[src/verilog/cart_pkg.sv]
// Cartridge shared definitions
`default_nettype none

package cart_pkg;

	// ==========================================================
	// Bus and memory types
	// ==========================================================

	// 68000 data bus word, also one ROM store word
	typedef logic [15:0] word_t;

	// One save RAM byte
	typedef logic [7:0] byte_t;

	// 68000 word address, A23..A1
	typedef logic [23:1] cart_addr_t;

	// SSF2 bank register
	typedef logic [5:0] bank_t;

	// ==========================================================
	// Memory map
	// ==========================================================

	// A23..A21 of the 0x200000 save RAM region
	localparam logic [2:0] SRAM_REGION = 3'd1;

	// Upper pages of the region never fall back to save RAM by size
	localparam logic [1:0] TOP_PAGES = 2'b11;

	localparam int NUM_BANKS = 8;

	// Header offsets, counted in download words
	localparam logic [24:0] HDR_SERIAL_ADDR = 25'h184;
	localparam logic [24:0] HDR_DECIDE_ADDR = 25'h190;

endpackage

`default_nettype wire

[src/verilog/rom_loader.sv]
// ROM download loader
`timescale 1ns/100ps
`default_nettype none

module rom_loader import cart_pkg::*; #(
	parameter int ROM_AW = 22
) (
	input  wire               clk,
	input  wire               reset,
	input  wire               cart_dl,
	input  wire word_t        cart_dl_data,
	input  wire               cart_dl_wr,
	output logic              cart_dl_wait,
	output logic [ROM_AW-1:0] ld_addr,
	output word_t             ld_data,
	output logic              ld_req,
	input  wire               ld_ack,
	output logic [ROM_AW-1:0] rom_mask,
	output logic [ROM_AW:0]   rom_size
);

	logic              dl_d;
	logic              dl_rise;
	logic              dl_strobe;
	logic [ROM_AW:0]   size_base;
	logic [ROM_AW-1:0] mask_base;

	assign dl_rise   = cart_dl && !dl_d;
	assign dl_strobe = cart_dl && cart_dl_wr;

	// A new download starts from an empty image
	assign size_base = dl_rise ? '0 : rom_size;
	assign mask_base = dl_rise ? '0 : rom_mask;

	always_ff @(posedge clk) begin
		if (reset) begin
			dl_d         <= 1'b0;
			cart_dl_wait <= 1'b0;
			ld_req       <= 1'b0;
			rom_size     <= '0;
			rom_mask     <= '0;
		end else begin
			dl_d     <= cart_dl;
			rom_size <= size_base;
			rom_mask <= mask_base;
			if (dl_strobe) begin
				cart_dl_wait <= 1'b1;
				ld_req       <= ~ld_req;
				// Mask grows to the next power of two
				rom_mask     <= mask_base | size_base[ROM_AW-1:0];
				rom_size     <= size_base + 1'b1;
			end else if (ld_req == ld_ack) begin
				cart_dl_wait <= 1'b0;
			end
		end
	end

	// Word goes to the next free address
	always_ff @(posedge clk) begin
		if (dl_strobe) begin
			ld_addr <= size_base[ROM_AW-1:0];
			ld_data <= cart_dl_data;
		end
	end

endmodule

`default_nettype wire

[config.mk]
export PLATFORM = sky130hd
export DESIGN_NAME = rom_loader
export DESIGN_NICKNAME = d
export VERILOG_FILES = /design/src/verilog/cart_pkg.sv /design/src/verilog/rom_loader.sv
export SDC_FILE = /design/constraint.sdc
export NUM_CORES = 1
export LEC_CHECK = 0
export BUFFER_PORTS_ARGS = -buffer_cell sky130_fd_sc_hd__buf_2
export CORE_MARGIN = 3
export CORE_UTILIZATION = 30
export DETAILED_ROUTE_END_ITERATION = 10
export GPL_ROUTABILITY_DRIVEN = 0
export SKIP_CTS_REPAIR_TIMING = 1
export SLEW_MARGIN = 20
export SYNTH_ARGS = -nofsm -noshare
export SYNTH_HDL_FRONTEND = slang
export SYNTH_SLANG_ARGS = --single-unit
[constraint.sdc]
create_clock -name clk -period 3 [get_ports clk]
set_input_delay 0.45 -clock clk [delete_from_list [all_inputs] [get_ports clk]]
set_output_delay 0.45 -clock clk [all_outputs]
set_load 0.005 [all_outputs]
==> results of run 1 <==
==> synth_stat cells (5+ instances only) <==
cell      instances  area share, %
dfxtp_1          48             30
xor2_1           14            3.9
a21oi_1          25            4.0
xnor2_1           9            2.5
and2_1           23            4.5
clkbuf_1          5           0.59
edfxtp_1         38             36
nand4_1           8            1.6
nand3_1          11            1.7
nand2_1           9            1.1
nor2_1           47            5.6
==> stage by stage <==
stage / utilization, % / hold WS, ns / worst slack, ns / instance area [um^2] / total power [mW]
floorplan: - / 0.460 / 1.02 / 3170 / 1.34
global placement: 38.3 / 0.445 / 0.946 / 3830 / 1.40
detailed placement: 38.3 / 0.451 / 0.872 / 3830 / 1.40
CTS: 40.4 / 0.255 / 1.02 / 4040 / 2.25
global route: 40.4 / 0.249 / 0.854 / 4040 / 2.31
finish: 40.4 / 0.273 / 1.02 / 4040 / 2.22
==> final timing paths <==
kind	from	slack (ns)	end	cells after the start
setup / recovery	dl_d	1.02	rom_size[20]	8
hold / removal	cart_dl_data[15]	0.27	ld_data[15]	1
setup reg to reg	dl_d	1.02	rom_size[20]	8
hold reg to reg	rom_mask[1]	0.47	rom_mask[1]	2
==> sequential cells by signal (all words and copies together) (netlist names) <==
register,flops
ld_req,1
ld_addr,22
dl_d,1
rom_size,23
cart_dl_wait,1
ld_data,16
rom_mask,22
==> final cells by class <==
| type | count | area (um^2) | area share, % |
|---|---|---|---|
| clock inverter | 2 | 37.5 | 0.928 |
| clock buffer | 14 | 174 | 4.30 |
| sequential | 86 | 2100 | 52.0 |
| inverter | 1 | 3.75 | 0.0928 |
| tap | 133 | 166 | 4.12 |
| multi-input combinational | 169 | 992 | 24.5 |
| timing repair buffer | 109 | 568 | 14.0 |
==> power by group through the flow <==
| stage | Clock [mW] | Sequential [mW] | Combinational [mW] |
|---|---|---|---|
| detailed placement | 0 | 1.29 | 0.109 |
| global placement | 0 | 1.29 | 0.107 |
| CTS | 0.875 | 1.26 | 0.109 |
| global route | 0.923 | 1.27 | 0.118 |
| finish | 0.850 | 1.26 | 0.106 |
| floorplan | 0 | 1.30 | 0.0400 |
==> kinds of logic after synthesis <==
| kind of cell | after synthesis | share of synthesized area [%] |
|---|---|---|
| XOR/XNOR | 23 | 6.36 |
| AO/OA/AOI/OAI | 26 | 4.19 |
| buffers and inverters | 13 | 2.29 |
| AND/OR/NAND/NOR | 119 | 20.4 |
| adder cells (fa/ha/maj) | 1 | 0.395 |
| flip-flops | 86 | 66.4 |
==> layer usage <==
layer  wire length, um  global-route usage [%]
met1              3610                    17.2
met2              3340                    20.2
met3               501                    3.32
met4                92                    5.68
met5                 0                       0
==> layout by cell type (no fill, tap or decap), drive strengths merged <==
cell type  instances
nand3             11
buf              109
nand2b             2
nor4               1
dfxtp             48
and4bb             1
nor4b              1
nor2b              3
clkinvlp           1
clkbuf            14
a21oi             25
xnor2              9
nor2              48
bufinv             1
a21o               1
nand2              9
and4               4
and2b              1
and2              24
and3               3
nor3               2
nand4              9
ha                 1
inv                1
xor2              14
edfxtp            38
==> insert_results.sql, run 1 <==
INSERT INTO impl_metrics (metric_group, metric, value, unit) VALUES
('finish', 'final.fill_count', '1027', ''),
('timing', 'tightestPinTransition', '0.613', 'ns'),
('power_and_ir_drop', 'total_switching_power', '464', 'uW'),
('logic_synthesis', 'synth-edff-count', '38', ''),
('drt', 'routed_wirelength', '7.55', 'mm'),
('clock_tree', 'htreeDepth', '3', ''),
('finish', 'final_net_count', '398', ''),
('grt', 'number_of_global_route_vias_before_repair', '2188', ''),
('timing', 'setup_tns', '0', 'ns'),
('critical_path', 'critical_path.startpoint_type', 'flop', ''),
('power_and_ir_drop', 'irDropWorstVdd', '0.000174', 'V'),
('status', 'run_status', 'finished, final reports clean', ''),
('drt', 'firstDrtPassIters', '4', ''),
('job', 'drv_cap', '0', ''),
('clock_tree', 'cts-buffers-inserted', '9', ''),
('power_and_ir_drop', 'leakage', '1.65', 'nW'),
('logic_synthesis', 'synthesis.nets', '290', ''),
('logic_synthesis', 'seq_area_frac_synth', '66.4', '%'),
('grt', 'grt_pass1_wl', '11.6', 'mm'),
('critical_path', 'critical_path.max_stage_delay', '0.36', 'ns'),
('clock_tree', 'clk-insertion-delay-late', '0.35', 'ns'),
('critical_path', 'worst_ep_arrival_time', '2.22', 'ns'),
('logic_synthesis', 'ys_ff_latch', '86', ''),
('power_and_ir_drop', 'share_seq_of_total_power', '56.9', '%'),
('timing', 'hold_viol_final', '0', ''),
('place', 'dpl.hpwl', '5.35', 'mm'),
('floorplanning', 'chipHeight', '109', 'um'),
('timing', 'finalSetupViolCount', '0', ''),
('drt', 'dr_total_vias', '2314', ''),
('drt', 'detail_route.vias_per_cell', '4.50', ''),
('critical_path', 'critical-path-top-delay-family', 'simple AND/OR/NAND/NOR gates', ''),
('grt', 'grtUsageTotal', '13.0', '%'),
('timing', 'period_share', '66.1', '%'),
('power_and_ir_drop', 'power_density', '549', 'nW/um^2'),
('critical_path', 'critical_path_class', 'flop to flop', ''),
('critical_path', 'cp.required', '3.23', 'ns'),
('critical_path', 'worstPathBufferInverterCount', '0', ''),
('grt', 'grt_max_degree', '38', ''),
('logic_synthesis', 'synth_flop_cell', 'dfxtp_1', ''),
('logic_synthesis', 'synth_area', '3170', 'um^2'),
('floorplanning', 'floorplan.io_pins', '106', ''),
('logic_synthesis', 'syn-mean-instance-area', '11.8', 'um^2'),
('critical_path', 'worst-path-max-fanout', '9', ''),
('logic_synthesis', 'synth.distinct_cells', '30', ''),
('min_path', 'min-delay-path-class', 'input port to flop', ''),
('floorplanning', 'die_width', '109', 'um'),
('finish', 'diodes', '0', ''),
('critical_path', 'critPathSlowestCell', 'dfxtp_1', ''),
('grt', 'antenna_found_initial', '0', ''),
('floorplanning', 'row_count', '36', ''),
('finish', 'layout_cells_sized_above_1', '33.9', '%'),
('timing', 'finalWorstPathRequiredPeriod', '1.98', 'ns'),
('finish', 'area.growth.synth_to_final', '27.7', '%'),
('timing', 'slew-limit-headroom', '59.1', '%'),
('timing', 'rsz0062_at_grt', 'no', ''),
('drt', 'avgRoutedWirePerCell', '14.7', 'um'),
('floorplanning', 'core-area', '10000', 'um^2'),
('drt', 'first_iter_violations', '76', ''),
('timing', 'finalClockSkew', '0.00825', 'ns'),
('clock_tree', 'cts_max_path_buffers', '2', ''),
('power_and_ir_drop', 'switching_share_of_power', '20.9', '%'),
('floorplanning', 'start_util', '31.7', '%'),
('logic_synthesis', 'post_synthesis_instance_total', '268', ''),
('power_and_ir_drop', 'cell_internal_pwr', '1.76', 'mW'),
('drt', 'drcViolationCount', '0', ''),
('timing', 'final_max_slew_viol_count', '0', ''),
('critical_path', 'crit_chain', 'nand2b_2 > and2_1 > ha_1 > nand3_1 > nor2_1 > nand4_2 > xnor2_1 > nor2b_1', ''),
('logic_synthesis', 'synthArstFlopShare', '0', '%'),
('drt', 'antenna_left', '0', ''),
('clock_tree', 'cts.sink_count', '86', ''),
('floorplanning', 'design.die.area', '11800', 'um^2'),
('place', 'post-place-cells', '498', ''),
('clock_tree', 'ctsRootBufferMaster', 'clkbuf_8', ''),
('critical_path', 'worstSetupEndpointType', 'flop', ''),
('finish', 'final_cells', '514', ''),
('power_and_ir_drop', 'clkPwrFrac', '38.3', '%'),
('power_and_ir_drop', 'power.share.combinational', '4.8', '%'),
('clock_tree', 'path_clk_slew', '0.08', 'ns'),
('logic_synthesis', 'synth_warnings', '0', ''),
('place', 'portBuffers', '105', ''),
('clock_tree', 'cts_tree', 'done', ''),
('timing', 'fmaxAchievable', '504', 'MHz'),
('grt', 'globalRoute.totalOverflow', '0', '');
No activity file was read; power rests on OpenSTA's default activity.
==> run 2, diff against run 1 <==
clock period = 2.05 ns   (was 3 ns; I/O delays follow)
==> insert_results.sql, run 2 (same netlist as run 1, synthesis figures left out) <==
INSERT INTO impl_metrics (metric_group, metric, value, unit) VALUES
('clock_tree', 'cts-buffers-inserted', '9', ''),
('power_and_ir_drop', 'power_density', '747', 'nW/um^2'),
('drt', 'avgRoutedWirePerCell', '14.7', 'um'),
('finish', 'area.growth.synth_to_final', '26.8', '%'),
('finish', 'multi_input_area', '992', 'um^2'),
('timing', 'worst_slack', '0.152', 'ns'),
('timing', 'finalClockSkew', '0.00802', 'ns'),
('finish', 'layout_cells_sized_above_1', '34.0', '%'),
('place', 'placement.cell_area', '3860', 'um^2'),
('grt', 'grt_max_degree', '38', ''),
('critical_path', 'regToRegEndpoint', 'rom_size[16]', ''),
('min_path', 'hold_path_startpoint', 'cart_dl_data[11]', ''),
('finish', 'fin_util', '40.2', '%'),
('finish', 'finalInstanceArea', '4020', 'um^2'),
('floorplanning', 'row_count', '36', ''),
('timing', 'slew-limit-headroom', '74.2', '%'),
('critical_path', 'worstSetupEndpointType', 'flop', ''),
('job', 'drv_cap', '0', ''),
('critical_path', 'critical_path_class', 'flop to flop', ''),
('critical_path', 'critical_path.startpoint_type', 'flop', ''),
('critical_path', 'reg2reg_depth', '8', ''),
('timing', 'finalWorstPathRequiredPeriod', '1.90', 'ns'),
('finish', 'registers.top_by_ff_count', 'rom_size', ''),
('drt', 'antenna_left', '0', ''),
('min_path', 'min-delay-path-class', 'input port to flop', ''),
('drt', 'routed_wirelength', '7.61', 'mm'),
('finish', 'largest_register_ffs', '23', ''),
('critical_path', 'worst-path-max-fanout', '4', ''),
('clock_tree', 'htreeDepth', '3', ''),
('finish', 'seq_area', '2100', 'um^2'),
('clock_tree', 'clk-insertion-delay-late', '0.35', 'ns'),
('grt', 'globalRoute.totalOverflow', '0', ''),
('finish', 'most_common_library_cell_in_the_layout_ignoring_fill_and_taps', 'buf_2', ''),
('power_and_ir_drop', 'leakage', '1.65', 'nW'),
('place', 'worst_slack_at_placement', '0.124', 'ns'),
('floorplanning', 'design.die.area', '11800', 'um^2'),
('timing', 'finalSetupViolCount', '0', ''),
('timing', 'hold_viol_final', '0', ''),
('place', 'dpl.hpwl', '5.47', 'mm'),
('grt', 'antenna_found_initial', '0', ''),
('drt', 'detail_route.vias_per_cell', '4.46', ''),
('clock_tree', 'ctsRootBufferMaster', 'clkbuf_8', ''),
('critical_path', 'reg2reg_slack', '0.15', 'ns'),
('timing', 'tightestPinTransition', '0.387', 'ns'),
('clock_tree', 'path_clk_slew', '0.08', 'ns'),
('finish', 'final_net_count', '402', ''),
('clock_tree', 'cts_max_path_buffers', '2', ''),
('floorplanning', 'core-area', '10000', 'um^2'),
('timing', 'fmaxAchievable', '527', 'MHz'),
('floorplanning', 'floorplan.io_pins', '106', ''),
('clock_tree', 'cts.sink_count', '86', ''),
('critical_path', 'worst_ep_arrival_time', '2.13', 'ns'),
('finish', 'most-common-layout-cells', '105 x buf_2, 48 x dfxtp_1, 47 x nor2_1', ''),
('finish', 'final.fill_count', '1009', ''),
('grt', 'grtUsageTotal', '13.5', '%'),
('timing', 'period_share', '92.6', '%'),
('status', 'run_status', 'finished, final reports clean', ''),
('timing', 'final_max_slew_viol_count', '0', ''),
('power_and_ir_drop', 'irDropWorstVdd', '0.000290', 'V'),
('finish', 'largestRegisters', 'rom_size (23), ld_addr (22), rom_mask (22)', ''),
('floorplanning', 'die_width', '109', 'um'),
('min_path', 'holdPathStages', '1', ''),
('critical_path', 'timing.rr.start', 'dl_d', ''),
('grt', 'number_of_global_route_vias_before_repair', '2353', ''),
('critical_path', 'cp.required', '2.28', 'ns'),
('drt', 'dr_total_vias', '2309', ''),
('floorplanning', 'chipHeight', '109', 'um'),
('floorplanning', 'start_util', '31.7', '%'),
('power_and_ir_drop', 'power_total', '3.00', 'mW'),
('drt', 'drcViolationCount', '0', ''),
('drt', 'first_iter_violations', '79', ''),
('grt', 'grt_pass1_wl', '12.1', 'mm'),
('finish', 'diodes', '0', ''),
('min_path', 'hold-path-endpoint', 'ld_data[11]', ''),
('drt', 'firstDrtPassIters', '4', ''),
('timing', 'rsz0062_at_grt', 'yes', ''),
('clock_tree', 'cts_tree', 'done', ''),
('place', 'portBuffers', '105', '');
run 2: critical path, cell delays in order, from the launching register on:
cell and delay, ns:
dfxtp_1 0.36, nand2b_2 0.16, and2_1 0.18, ha_1 0.21, nand3_1 0.15, nor2_1 0.30
nand3_1 0.15, xnor2_1 0.16, nor2b_1 0.12
run 2: metal layers:
layer | vias up | GRT usage, % | share of wire (%)
li1 | 1136 | - | -
met1 | 1067 | 17.1 | 46
met2 | 92 | 21.5 | 44
met3 | 14 | 4.03 | 7.6
met4 | 0 | 5.95 | 2.4
met5 | - | 0 | 0
run 2: final cells by class:
cell class              count  share of cell area, %
clock inverters             2                  0.249
repair buffers            113                   14.9
multi-input cells         169                   24.7
clock buffers              14                   3.55
well taps                 133                   4.14
inverters                   1                 0.0935
flip-flops and latches     86                   52.4
run 2: how the worst max path moves through the flow:
stage	slack [ns]	start	to	cells after the start
floorplan	0.12	dl_d	rom_size[20]	9
global placement	0.20	cart_dl	rom_size[16]	9
detailed placement	0.12	cart_dl	rom_size[20]	9
CTS	0.14	dl_d	rom_size[20]	8
global route	-0.02	dl_d	rom_size[22]	8
finish	0.15	dl_d	rom_size[16]	8
run 2: through the flow:
| stage | TNS (ns) | instances | hold slack (ns) |
|---|---|---|---|
| after floorplan | 0 | 268 | 0.406 |
| after global placement | 0 | 502 | 0.444 |
| after detailed placement | 0 | 502 | 0.450 |
| after CTS | 0 | 518 | 0.114 |
| after global routing | -0.0406 | 518 | 0.112 |
| final | 0 | 518 | 0.130 |
run 2: report_power, final:
part	switching (mW)	internal, mW
combinational	0.0915	0.0666
clock	0.554	0.440
sequential	0.0141	1.83
==> run 3, diff against run 2 <==
PLACE_DENSITY_LB_ADDON = 0.25   (was not set)
==> insert_results.sql, run 3 (same netlist as run 1, synthesis figures left out) <==
INSERT INTO impl_metrics (metric_group, metric, value, unit) VALUES
('drt', 'dr_total_vias', '2310', ''),
('clock_tree', 'path_clk_slew', '0.09', 'ns'),
('finish', 'final_net_count', '402', ''),
('power_and_ir_drop', 'power_density', '826', 'nW/um^2'),
('clock_tree', 'clk-insertion-delay-late', '0.35', 'ns'),
('place', 'dpl.hpwl', '5.47', 'mm'),
('place', 'portBuffers', '105', ''),
('min_path', 'holdPathStages', '1', ''),
('grt', 'top_usage_layer', 'met2', ''),
('finish', 'area.growth.synth_to_final', '29.8', '%'),
('power_and_ir_drop', 'cell_internal_pwr', '2.70', 'mW'),
('timing', 'final_max_slew_viol_count', '0', ''),
('floorplanning', 'start_util', '31.7', '%'),
('drt', 'drcViolationCount', '0', ''),
('place', 'worst_slack_at_placement', '0.0761', 'ns'),
('power_and_ir_drop', 'irDropWorstVdd', '0.000299', 'V'),
('timing', 'rsz0062_at_grt', 'no', ''),
('floorplanning', 'core-area', '10000', 'um^2'),
('min_path', 'min-delay-path-class', 'input port to flop', ''),
('critical_path', 'critical_path_class', 'flop to flop', ''),
('clock_tree', 'cts-buffers-inserted', '9', ''),
('grt', 'grt_max_degree', '50', ''),
('drt', 'routed_wirelength', '7.66', 'mm'),
('critical_path', 'critical-path-top-delay-family', 'simple AND/OR/NAND/NOR gates', ''),
('floorplanning', 'chipHeight', '109', 'um'),
('critical_path', 'reg2reg_slack', '0.16', 'ns'),
('critical_path', 'critical_path.max_stage_delay', '0.36', 'ns'),
('critical_path', 'worst_ep_arrival_time', '2.13', 'ns'),
('min_path', 'hold_path_startpoint', 'cart_dl_data[11]', ''),
('timing', 'finalSetupViolCount', '0', ''),
('floorplanning', 'design.die.area', '11800', 'um^2'),
('timing', 'fmaxAchievable', '529', 'MHz'),
('grt', 'met3_usage', '4.85', '%'),
('drt', 'firstDrtPassIters', '6', ''),
('critical_path', 'crit_chain', 'nand2b_2 > and2_1 > ha_1 > nand3_1 > nor2_2 > nand4_2 > xnor2_1 > nor2b_1', ''),
('min_path', 'hold-path-endpoint', 'ld_data[11]', ''),
('clock_tree', 'htreeDepth', '3', ''),
('clock_tree', 'ctsRootBufferMaster', 'clkbuf_8', ''),
('timing', 'finalWorstPathRequiredPeriod', '1.89', 'ns'),
('power_and_ir_drop', 'power_total', '3.40', 'mW'),
('critical_path', 'cp.required', '2.28', 'ns'),
('grt', 'grt_pass1_wl', '11.8', 'mm'),
('timing', 'setup_tns', '0', 'ns'),
('drt', 'first_iter_violations', '104', ''),
('critical_path', 'regToRegEndpoint', 'rom_size[20]', ''),
('floorplanning', 'row_count', '36', ''),
('finish', 'final.fill_count', '1000', ''),
('power_and_ir_drop', 'total_switching_power', '698', 'uW'),
('critical_path', 'critPathSlowestCell', 'dfxtp_1', ''),
('grt', 'grtUsageTotal', '13.1', '%'),
('critical_path', 'worstPathBufferInverterCount', '0', ''),
('floorplanning', 'die_width', '109', 'um'),
('timing', 'tightestPinTransition', '0.394', 'ns'),
('finish', 'registers.top_by_ff_count', 'rom_size', ''),
('power_and_ir_drop', 'share_seq_of_total_power', '54.5', '%'),
('finish', 'most_common_library_cell_in_the_layout_ignoring_fill_and_taps', 'buf_2', ''),
('finish', 'diodes', '0', ''),
('critical_path', 'worst-path-max-fanout', '4', ''),
('critical_path', 'critical_path.startpoint_type', 'flop', ''),
('timing', 'hold_viol_final', '0', ''),
('clock_tree', 'cts_tree', 'done', ''),
('grt', 'antenna_found_initial', '0', ''),
('floorplanning', 'floorplan.io_pins', '106', ''),
('drt', 'antenna_left', '0', ''),
('power_and_ir_drop', 'power.share.combinational', '4.7', '%'),
('power_and_ir_drop', 'leakage', '1.69', 'nW'),
('job', 'drv_cap', '0', ''),
('timing', 'finalClockSkew', '0.00848', 'ns'),
('finish', 'layout_cells_sized_above_1', '35.6', '%'),
('clock_tree', 'cts_max_path_buffers', '2', ''),
('grt', 'globalRoute.totalOverflow', '0', ''),
('drt', 'avgRoutedWirePerCell', '14.8', 'um'),
('status', 'run_status', 'finished, final reports clean', ''),
('drt', 'detail_route.vias_per_cell', '4.46', ''),
('timing', 'slew-limit-headroom', '73.7', '%'),
('critical_path', 'reg2reg_depth', '8', ''),
('finish', 'most-common-layout-cells', '105 x buf_2, 48 x dfxtp_1, 45 x nor2_1', ''),
('power_and_ir_drop', 'switching_share_of_power', '20.6', '%'),
('clock_tree', 'cts.sink_count', '86', ''),
('power_and_ir_drop', 'clkPwrFrac', '40.9', '%'),
('grt', 'grt_util_met2', '20.3', '%'),
('critical_path', 'timing.rr.start', 'dl_d', ''),
('timing', 'worst_slack', '0.158', 'ns'),
('critical_path', 'worstSetupEndpointType', 'flop', ''),
('grt', 'gr-usage-met1', '16.9', '%'),
('finish', 'largest_register_ffs', '23', ''),
('grt', 'number_of_global_route_vias_before_repair', '2248', ''),
('finish', 'largestRegisters', 'rom_size (23), ld_addr (22), rom_mask (22)', ''),
('timing', 'period_share', '92.3', '%');
==> run 3: cell count changes in the layout (fill, tap and decap cells not counted), sizes merged <==
| cell | delta |
|---|---|
| clkbuf | -2 |
| clkinv | -1 |
| clkinvlp | +1 |
| bufinv | +2 |
==> run 3: stage by stage <==
| step | util, % | hold WS (ns) | std cells | cell area, um^2 |
|---|---|---|---|---|
| after CTS | 41.1 | 0.107 | 518 | 4110 |
| final | 41.1 | 0.130 | 518 | 4110 |
| after detailed placement | 38.6 | 0.450 | 502 | 3860 |
| after floorplan | - | 0.406 | 268 | 3170 |
| after global placement | 38.6 | 0.443 | 502 | 3860 |
| after global routing | 41.1 | 0.108 | 518 | 4110 |
==> run 3: power groups by stage <==
stage,Sequential (mW),Combinational (mW),Clock [mW]
4_1_cts,1.85,0.165,1.43
2_1_floorplan,1.90,0.0585,0
5_1_grt,1.86,0.179,1.51
3_5_place_dp,1.89,0.164,0
6_report,1.85,0.159,1.39
3_3_place_gp,1.89,0.163,0
==> run 3: how the worst max path moves through the flow <==
stage | from | endpoint | slack (ns) | depth (start not counted)
after global placement | cart_dl | rom_size[20] | 0.18 | 9
after detailed placement | cart_dl | rom_size[20] | 0.08 | 9
final | dl_d | rom_size[20] | 0.16 | 8
after global routing | dl_d | rom_size[20] | 0.02 | 8
after floorplan | dl_d | rom_size[20] | 0.12 | 9
after CTS | dl_d | rom_size[20] | 0.09 | 8
==> run 3: layer usage <==
layer	up-vias	routed length, um
met5	-	0
met4	0	90
met3	8	722
met2	81	3300
met1	1077	3550
li1	1144	-
==> run 3: cell type report <==
cell class / instances / area, um^2 / area share [%]
clock buffers: 12 / 166 / 4.05
clock inverters: 4 / 76.3 / 1.86
flip-flops and latches: 86 / 2100 / 51.1
repair buffers: 113 / 598 / 14.6
multi-input cells: 169 / 997 / 24.3
well taps: 133 / 166 / 4.05
inverters: 1 / 3.75 / 0.0913
